[config.mk]
export PLATFORM = sky130hd
export DESIGN_NAME = rv_exec_top
export DESIGN_NICKNAME = d
export VERILOG_FILES = /design/src/design/rv_exec_pkg.sv /design/src/design/rv_decode.sv /design/src/design/rv_alu.sv /design/src/design/rv_branch.sv /design/src/design/rv_retire.sv /design/src/design/rv_exec_top.sv
export SDC_FILE = /design/constraint.sdc
export NUM_CORES = 1
export LEC_CHECK = 0
export BUFFER_PORTS_ARGS = -buffer_cell sky130_fd_sc_hd__buf_2
export CAP_MARGIN = 20
export CORE_MARGIN = 4
export CORE_UTILIZATION = 50
export CTS_CLUSTER_DIAMETER = 40
export CTS_CLUSTER_SIZE = 10
export DETAILED_ROUTE_END_ITERATION = 8
export GPL_ROUTABILITY_DRIVEN = 0
export PLACE_DENSITY_LB_ADDON = 0.3
export SKIP_LAST_GASP = 1
export SYNTH_ARGS = -nofsm -noshare
export SYNTH_HDL_FRONTEND = slang
export SYNTH_HIERARCHICAL = 1
export SYNTH_SLANG_ARGS = --single-unit
[constraint.sdc]
create_clock -name clk -period 6.1 [get_ports clk]
set_input_delay 0.915 -clock clk [delete_from_list [all_inputs] [get_ports clk]]
set_output_delay 0.915 -clock clk [all_outputs]
set_load 0.1 [all_outputs]
[src/design/rv_exec_pkg.sv]
// Shared types and constants for the RV32I execute slice
// Word and register index types, opcodes, funct3 codes, execution kinds

`default_nettype none

package rv_exec_pkg;

    typedef logic [31:0] word_t;
    typedef logic [4:0]  reg_idx_t;
    typedef logic [2:0]  funct3_t;

    // Major opcodes, insn[6:0]
    typedef enum logic [6:0] {
        op_lui    = 7'b0110111,
        op_auipc  = 7'b0010111,
        op_jal    = 7'b1101111,
        op_jalr   = 7'b1100111,
        op_branch = 7'b1100011,
        op_load   = 7'b0000011,
        op_store  = 7'b0100011,
        op_arithi = 7'b0010011,
        op_arithr = 7'b0110011,
        op_fence  = 7'b0001111,
        op_system = 7'b1110011
    } opcode_e;

    // OP and OP-IMM funct3
    localparam funct3_t f3_add  = 3'd0;     // ADD/SUB
    localparam funct3_t f3_sll  = 3'd1;
    localparam funct3_t f3_slt  = 3'd2;
    localparam funct3_t f3_sltu = 3'd3;
    localparam funct3_t f3_xor  = 3'd4;
    localparam funct3_t f3_sr   = 3'd5;     // SRL/SRA
    localparam funct3_t f3_or   = 3'd6;
    localparam funct3_t f3_and  = 3'd7;

    // Branch funct3, 2 and 3 are reserved
    localparam funct3_t f3_beq  = 3'd0;
    localparam funct3_t f3_bne  = 3'd1;
    localparam funct3_t f3_blt  = 3'd4;
    localparam funct3_t f3_bge  = 3'd5;
    localparam funct3_t f3_bltu = 3'd6;
    localparam funct3_t f3_bgeu = 3'd7;

    typedef enum logic [2:0] {
        kind_alu,
        kind_lui,
        kind_auipc,
        kind_jal,
        kind_jalr,
        kind_branch,
        kind_illegal
    } exec_kind_e;

    localparam word_t pc_step = 32'd4;      // Fall-through increment

endpackage

`default_nettype wire

[src/design/rv_decode.sv]
// Instruction decode stage
// Immediate generation, operand select and the decode pipeline register

`default_nettype none

module rv_decode (
    input  logic                    clk,
    input  logic                    resetb,
    input  logic                    in_valid,
    input  rv_exec_pkg::word_t      in_insn,
    input  rv_exec_pkg::word_t      in_pc,
    input  rv_exec_pkg::word_t      in_rs1_data,
    input  rv_exec_pkg::word_t      in_rs2_data,
    output logic                    d_valid,
    output rv_exec_pkg::exec_kind_e d_kind,
    output rv_exec_pkg::funct3_t    d_funct3,
    output logic                    d_sub,
    output rv_exec_pkg::word_t      d_op1,
    output rv_exec_pkg::word_t      d_op2,
    output rv_exec_pkg::word_t      d_imm,
    output rv_exec_pkg::word_t      d_pc,
    output rv_exec_pkg::reg_idx_t   d_rd
);
    import rv_exec_pkg::*;

    opcode_e    opcode;
    funct3_t    funct3;
    logic [6:0] funct7;
    word_t      imm;
    logic       imm_sel;
    logic       sub;
    exec_kind_e kind;

    assign opcode = opcode_e'(in_insn[6:0]);
    assign funct3 = in_insn[14:12];
    assign funct7 = in_insn[31:25];

    ////////////////////////////////////////////////////////////////////////////
    // Immediate and operation decode
    ////////////////////////////////////////////////////////////////////////////
    always_comb begin
        case (opcode)
            op_lui, op_auipc: imm = {in_insn[31:12], 12'h0};
            op_jal:    imm = {{12{in_insn[31]}}, in_insn[19:12], in_insn[20],
                              in_insn[30:21], 1'b0};
            op_jalr:   imm = {{20{in_insn[31]}}, in_insn[31:20]};
            op_branch: imm = {{20{in_insn[31]}}, in_insn[7], in_insn[30:25],
                              in_insn[11:8], 1'b0};
            op_arithi: imm = (funct3 == f3_sll || funct3 == f3_sr) ?
                             {27'h0, in_insn[24:20]} :           // Shift amount
                             {{20{in_insn[31]}}, in_insn[31:20]};
            default:   imm = '0;
        endcase
    end

    assign imm_sel = (opcode == op_arithi) || (opcode == op_jalr);

    // SUB and SRA/SRAI only, ADDI keeps bit 30 as immediate
    assign sub = in_insn[30] &&
                 (((opcode == op_arithr) && (funct3 == f3_add || funct3 == f3_sr)) ||
                  ((opcode == op_arithi) && (funct3 == f3_sr)));

    always_comb begin
        case (opcode)
            op_lui:    kind = kind_lui;
            op_auipc:  kind = kind_auipc;
            op_jal:    kind = kind_jal;
            op_jalr:   kind = kind_jalr;
            op_branch: kind = kind_branch;
            op_arithi: kind = kind_alu;
            op_arithr: kind = (funct7 == 7'h00 || funct7 == 7'h20) ? kind_alu : kind_illegal;
            op_load, op_store, op_fence, op_system: kind = kind_illegal;  // Not executed here
            default:   kind = kind_illegal;
        endcase
    end

    ////////////////////////////////////////////////////////////////////////////
    // Pipeline register
    ////////////////////////////////////////////////////////////////////////////
    always_ff @(posedge clk or negedge resetb) begin
        if (!resetb) begin
            d_valid <= 1'b0;
            d_kind  <= kind_illegal;
        end else begin
            d_valid <= in_valid;
            if (in_valid) begin
                d_kind <= kind;
            end
        end
    end

    always_ff @(posedge clk) begin
        if (in_valid) begin
            d_funct3 <= funct3;
            d_sub    <= sub;
            d_op1    <= in_rs1_data;
            d_op2    <= imm_sel ? imm : in_rs2_data;
            d_imm    <= imm;
            d_pc     <= in_pc;
            d_rd     <= in_insn[11:7];
        end
    end

    a_insn_known: assert property (@(posedge clk) disable iff (!resetb)
        in_valid |-> !$isunknown(in_insn));

endmodule

`default_nettype wire

[src/design/rv_alu.sv]
// Integer ALU for the execute stage
// RV32I arithmetic and logic, upper immediates and the jump link value

`default_nettype none

module rv_alu (
    input  rv_exec_pkg::exec_kind_e d_kind,
    input  rv_exec_pkg::funct3_t    d_funct3,
    input  logic                    d_sub,
    input  rv_exec_pkg::word_t      d_op1,
    input  rv_exec_pkg::word_t      d_op2,
    input  rv_exec_pkg::word_t      d_imm,
    input  rv_exec_pkg::word_t      d_pc,
    output rv_exec_pkg::word_t      alu_result
);
    import rv_exec_pkg::*;

    logic [32:0] diff_s;
    logic [32:0] diff_u;
    logic [4:0]  shamt;
    word_t       arith;

    // Sign of the 33-bit difference gives the compare
    assign diff_s = {d_op1[31], d_op1} - {d_op2[31], d_op2};
    assign diff_u = {1'b0, d_op1} - {1'b0, d_op2};
    assign shamt  = d_op2[4:0];

    always_comb begin
        case (d_funct3)
            f3_add:  arith = d_sub ? d_op1 - d_op2 : d_op1 + d_op2;
            f3_sll:  arith = d_op1 << shamt;
            f3_slt:  arith = {31'h0, diff_s[32]};
            f3_sltu: arith = {31'h0, diff_u[32]};
            f3_xor:  arith = d_op1 ^ d_op2;
            f3_sr: begin
                if (d_sub) begin
                    arith = word_t'($signed(d_op1) >>> shamt);    // SRA
                end else begin
                    arith = d_op1 >> shamt;
                end
            end
            f3_or:   arith = d_op1 | d_op2;
            f3_and:  arith = d_op1 & d_op2;
        endcase
    end

    always_comb begin
        case (d_kind)
            kind_alu:            alu_result = arith;
            kind_lui:            alu_result = d_imm;
            kind_auipc:          alu_result = d_pc + d_imm;
            kind_jal, kind_jalr: alu_result = d_pc + pc_step;   // Link
            default:             alu_result = '0;
        endcase
    end

endmodule

`default_nettype wire

[src/design/rv_branch.sv]
// Branch unit for the execute stage
// Branch compare, jump targets and next-PC select

`default_nettype none

module rv_branch (
    input  rv_exec_pkg::exec_kind_e d_kind,
    input  rv_exec_pkg::funct3_t    d_funct3,
    input  rv_exec_pkg::word_t      d_op1,
    input  rv_exec_pkg::word_t      d_op2,
    input  rv_exec_pkg::word_t      d_imm,
    input  rv_exec_pkg::word_t      d_pc,
    output rv_exec_pkg::word_t      next_pc,
    output logic                    bad_funct3
);
    import rv_exec_pkg::*;

    word_t taken_pc;
    word_t fall_pc;
    word_t jalr_sum;
    logic  cond;
    logic  cond_legal;

    assign taken_pc = d_pc + d_imm;
    assign fall_pc  = d_pc + pc_step;
    assign jalr_sum = d_op1 + d_imm;

    always_comb begin
        cond       = 1'b0;
        cond_legal = 1'b1;
        case (d_funct3)
            f3_beq:  cond = (d_op1 == d_op2);
            f3_bne:  cond = (d_op1 != d_op2);
            f3_blt:  cond = ($signed(d_op1) < $signed(d_op2));
            f3_bge:  cond = ($signed(d_op1) >= $signed(d_op2));
            f3_bltu: cond = (d_op1 < d_op2);
            f3_bgeu: cond = (d_op1 >= d_op2);
            default: cond_legal = 1'b0;     // funct3 2 and 3
        endcase
    end

    always_comb begin
        bad_funct3 = 1'b0;
        case (d_kind)
            kind_jal:    next_pc = taken_pc;
            kind_jalr:   next_pc = {jalr_sum[31:1], 1'b0};
            kind_branch: begin
                bad_funct3 = !cond_legal;
                next_pc    = cond ? taken_pc : fall_pc;
            end
            default:     next_pc = fall_pc;
        endcase
    end

endmodule

`default_nettype wire

[src/design/rv_retire.sv]
// Retire stage
// Illegal detection, write-enable rules and the output register

`default_nettype none

module rv_retire (
    input  logic                    clk,
    input  logic                    resetb,
    input  logic                    d_valid,
    input  rv_exec_pkg::exec_kind_e d_kind,
    input  rv_exec_pkg::word_t      d_pc,
    input  rv_exec_pkg::reg_idx_t   d_rd,
    input  rv_exec_pkg::word_t      alu_result,
    input  rv_exec_pkg::word_t      next_pc,
    input  logic                    bad_funct3,
    output logic                    out_valid,
    output rv_exec_pkg::reg_idx_t   out_rd,
    output logic                    out_rd_we,
    output rv_exec_pkg::word_t      out_result,
    output rv_exec_pkg::word_t      out_next_pc,
    output logic                    out_illegal
);
    import rv_exec_pkg::*;

    logic illegal;
    logic rd_we;

    // Bit 1 of the target set means a misaligned fetch
    assign illegal = (d_kind == kind_illegal) || bad_funct3 || next_pc[1];
    assign rd_we   = !illegal && (d_kind != kind_branch) && (d_rd != '0);

    always_ff @(posedge clk or negedge resetb) begin
        if (!resetb) begin
            out_valid   <= 1'b0;
            out_rd      <= '0;
            out_rd_we   <= 1'b0;
            out_result  <= '0;
            out_next_pc <= '0;
            out_illegal <= 1'b0;
        end else begin
            out_valid <= d_valid;
            if (d_valid) begin                  // Held between strobes
                out_rd      <= d_rd;
                out_rd_we   <= rd_we;
                out_result  <= alu_result;
                out_next_pc <= illegal ? d_pc + pc_step : next_pc;
                out_illegal <= illegal;
            end
        end
    end

    a_illegal_no_write: assert property (@(posedge clk) disable iff (!resetb)
        !(out_illegal && out_rd_we));
    a_write_rd_nonzero: assert property (@(posedge clk) disable iff (!resetb)
        out_rd_we |-> (out_rd != '0));

endmodule

`default_nettype wire

[src/design/rv_exec_top.sv]
// Top level of the RV32I execute slice
// Decode, ALU, branch unit and retire stage

`default_nettype none

module rv_exec_top (
    input  logic                  clk,
    input  logic                  resetb,
    input  logic                  in_valid,
    input  rv_exec_pkg::word_t    in_insn,
    input  rv_exec_pkg::word_t    in_pc,
    input  rv_exec_pkg::word_t    in_rs1_data,
    input  rv_exec_pkg::word_t    in_rs2_data,
    output logic                  out_valid,
    output rv_exec_pkg::reg_idx_t out_rd,
    output logic                  out_rd_we,
    output rv_exec_pkg::word_t    out_result,
    output rv_exec_pkg::word_t    out_next_pc,
    output logic                  out_illegal
);
    import rv_exec_pkg::*;

    logic       d_valid;
    exec_kind_e d_kind;
    funct3_t    d_funct3;
    logic       d_sub;
    word_t      d_op1;
    word_t      d_op2;
    word_t      d_imm;
    word_t      d_pc;
    reg_idx_t   d_rd;
    word_t      alu_result;
    word_t      next_pc;
    logic       bad_funct3;

    rv_decode i_decode (
        .clk, .resetb, .in_valid, .in_insn, .in_pc, .in_rs1_data, .in_rs2_data,
        .d_valid, .d_kind, .d_funct3, .d_sub, .d_op1, .d_op2, .d_imm, .d_pc, .d_rd
    );

    // ALU and branch unit share the decoded operands
    rv_alu i_alu (
        .d_kind, .d_funct3, .d_sub, .d_op1, .d_op2, .d_imm, .d_pc, .alu_result
    );

    rv_branch i_branch (
        .d_kind, .d_funct3, .d_op1, .d_op2, .d_imm, .d_pc, .next_pc, .bad_funct3
    );

    rv_retire i_retire (
        .clk, .resetb, .d_valid, .d_kind, .d_pc, .d_rd, .alu_result, .next_pc,
        .bad_funct3, .out_valid, .out_rd, .out_rd_we, .out_result, .out_next_pc,
        .out_illegal
    );

endmodule

`default_nettype wire

==> impl_metrics.tcl <==
set metrics [dict create \
    cp-end-kind "flip-flop" \
    pwr-share-comb 0.414 \
    cap_violations 0 \
    mostFrequentLayoutCell "nand2_1" \
    dr_wl_met2_mm 41.1 \
    gr-total-overflow 0 \
    cp_max_fo 20 \
    drt-vias-per-instance 6.84 \
    design_area_mm2 0.0281 \
    grt_pass1_vias 24600 \
    die_h_um 233 \
    insertedDiodeCount 0 \
    worstSkewPairLatency_ns 0.58 \
    hold_viol 0 \
    area_growth_pct 11.6 \
    portBuffers 202 \
    design.die.area_mm2 0.0541 \
    setup_viol 0 \
    path_class "reg2reg" \
    cp-start-kind "flip-flop" \
    cts.path.max_buffers 3 \
    max_freq_mhz 198 \
    synth_enable_flop_cells 137 \
    htreeDepth 2 \
    core_mm2 0.0500 \
    p_int_mw 4.08 \
    clkPwrFrac 0.310 \
    routed_wirelength_mm 98.1 \
    cts_sinks 213 \
    ys.flop_type "edfxtp_1" \
    yosysWarnings 6 \
    path_clk_slew_ns 0.05 \
    drive_gt1_frac 0.158 \
    dpl_worst_slack_ns 1.25 \
    crit_end "i_retire/out_result[29]$_DFFE_PN0P_" \
    nets 3517 \
    synthTopCellsByArea "edfxtp_1, ha_1, dfrtp_1" \
    fin_skew_ns 0.0244 \
    wl_per_cell_um 25.6 \
    antenna_found_initial 6 \
    cts_resized 0 \
    period_share 0.828 \
    layout_setup_ws_ns 1.05 \
    synth_top_area_frac 0.163 \
    highest_layer "met5" \
    dpl.hpwl_mm 73.5 \
    path_cells "inv_2, ha_1, nand3_1, nor2_1, and3_1, nor2_1, xnor2_1, ha_1, and2_1, a22o_1, a2111oi_0, nor2_1, a21oi_1, o311ai_0, xor2_1, o211ai_1, o211ai_1, mux2_2" \
    synth_top_area_cell "edfxtp_1" \
    netlist_area_mm2 0.0252 \
    cp_slowest_cell "edfxtp_1" \
    die_x_um 233 \
    worstPathArrival_ns 5.51 \
    switching_share 0.424 \
    required_ns 6.56 \
    p_leak_nw 12.1 \
    grt_max_degree 93 \
    power-per-cell-area_mw_per_mm2 251 \
    row_count 82 \
    worst_pin_slew_ns 1.11 \
    layout_common_cells "nand2_1, ha_1, nor2_1" \
    syn_area_per_cell_um2 8.48 \
    clock-root-buffer "clkbuf_16" \
    cts_buffers 38 \
    netlist_instances 2976 \
    ir_worst_vdd_mv 0.172 \
    cts_tree "built" \
    routed-wl-met3_mm 13.2 \
    setup-tns-final_ns 0 \
    first_pass_iters 9 \
    ios 203 \
    rsz0062_at_grt "no" \
    drc 7 \
    antenna_left 0 \
    outcome "finished with violations" \
    wirelength_met1_mm 37.5 \
    grt_pass1_wl_mm 147 \
    power_frac_seq 0.276 \
    slew_headroom 0.251 \
    placed_area_mm2 0.0268 \
    r2r_slack_ns 1.05 \
    cpMostUsedCell "nor2_1" \
    max_stage_delay_ns 0.44 \
    rr_endpoint "i_retire/out_result[29]$_DFFE_PN0P_" \
    first_iter_violations 3919 \
    initial_utilization 0.505 \
    yosysUniqueCellTypes 108 \
    cts_setup_buffers 0 \
    crit_path_start "i_decode/d_op2[1]$_DFFE_PP_" \
    holdWs_ns 0.153 \
    syn_nets 3366 \
    violations "design-rule violations" \
    ys_seq_elements 213 \
    reg2reg_from "i_decode/d_op2[1]$_DFFE_PP_" \
    r2r_cells 18 \
    power.switching_mw 3.00 \
    async_reset_ff_frac 0.357 \
    min_period_ns 5.05 \
    track_usage 0.349 \
    min_path_type "in2async" \
    vias 26200 \
    postCtsHoldBufs 0 \
    slew_violations 0 \
    ys_seq_area_frac 0.239 \
]
## synth_stat cells (all sizes together), types with 9 or more instances
cell type / instances
nor2: 238
o31ai: 15
o21a: 24
and3: 36
a21o: 73
dfrtp: 74
nor3: 66
nand3: 78
o21ai: 238
nand2: 286
ha: 255
a22oi: 16
buf: 54
nor4: 19
a211oi: 27
a41oi: 9
xnor2: 137
mux2: 42
and2: 19
a221oi: 23
or3: 18
inv: 187
a211o: 11
a31oi: 45
clkbuf: 89
mux2i: 38
xor2: 71
a21oi: 239
mux4: 63
edfxtp: 137
a22o: 9
nand2b: 21
o21bai: 18
o211ai: 40
o221ai: 52
and4: 11
nor2b: 29
nand4: 41
o2111ai: 10
o22ai: 15
## power by group through the flow
stage | Combinational, mW | Sequential [mW] | Clock (mW)
finish | 2.93 | 1.95 | 2.19
global route | 3.11 | 1.96 | 2.29
CTS | 2.82 | 1.94 | 2.23
detailed placement | 2.81 | 1.96 | 0
global placement | 2.74 | 1.96 | 0
floorplan | 1.74 | 2.22 | 0
## through the flow
| step | utilization | power (mW) | std cells |
|---|---|---|---|
| after floorplan | - | 3.96 | 2976 |
| after global placement | 0.537 | 4.70 | 3757 |
| after detailed placement | 0.537 | 4.77 | 3759 |
| after CTS | 0.563 | 6.99 | 3829 |
| after global routing | 0.563 | 7.36 | 3829 |
| final | 0.563 | 7.08 | 3829 |
## sequential cells by signal, summed over array words and instances (netlist names)
register / flops
i_decode/d_imm: 32
i_decode/d_op1: 32
i_decode/d_op2: 32
i_decode/d_pc: 32
i_retire/out_next_pc: 32
i_retire/out_result: 32
i_decode/d_rd: 5
i_retire/out_rd: 5
i_decode/d_funct3: 3
i_decode/d_kind: 3
i_decode/d_sub: 1
i_decode/d_valid: 1
i_retire/out_illegal: 1
i_retire/out_rd_we: 1
i_retire/out_valid: 1
## routing by layer
metal,up-vias,GRT usage
li1,11400,-
met1,12300,0.465
met2,2045,0.515
met3,444,0.0968
met4,2,0.186
met5,-,0
## critical path, delay by kind of cell (launching register included)
family,cells,cell delay [ns]
AO/OA/AOI/OAI,6,1.49
multiplexers,1,0.29
AND/OR/NAND/NOR,6,1.23
flip-flops,1,0.44
XOR/XNOR,2,0.34
buffers and inverters,1,0.39
adder cells (fa/ha/maj),2,0.75
## cells by family after synthesis
group,synth area share
AOI/OAI and AO/OA,0.245
and+or+nand+nor,0.171
buffers and inverters,0.0534
adders and majority gates,0.130
DFF,0.239
xor gates and xnor gates,0.0725
muxes,0.0901
## area by class of cell
class	instances	area, um2
Clock buffer	49	1020
Clock inverter	21	279
Fill cell	4566	21800
Inverter	187	702
Multi-Input combinational cell	2433	17900
Sequential cell	213	6020
Tap cell	672	841
Timing Repair Buffer	254	1410
## worst min path at each step
stage	slack, ns	end	cells after the start	from
after floorplan	0.35	i_retire/out_valid$_DFF_PN0_	0	i_decode/d_valid$_DFF_PN0_
after global placement	0.49	i_retire/out_rd[0]$_DFFE_PN0P_	1	i_decode/d_rd[0]$_DFFE_PP_
after detailed placement	0.49	i_retire/out_rd[0]$_DFFE_PN0P_	1	i_decode/d_rd[0]$_DFFE_PP_
after CTS	0.13	i_retire/out_result[6]$_DFFE_PN0P_	1	resetb
after global routing	0.16	i_retire/out_result[10]$_DFFE_PN0P_	1	resetb
final	0.15	i_retire/out_result[10]$_DFFE_PN0P_	1	resetb
Note: power is estimated with default switching activity, not from simulation.
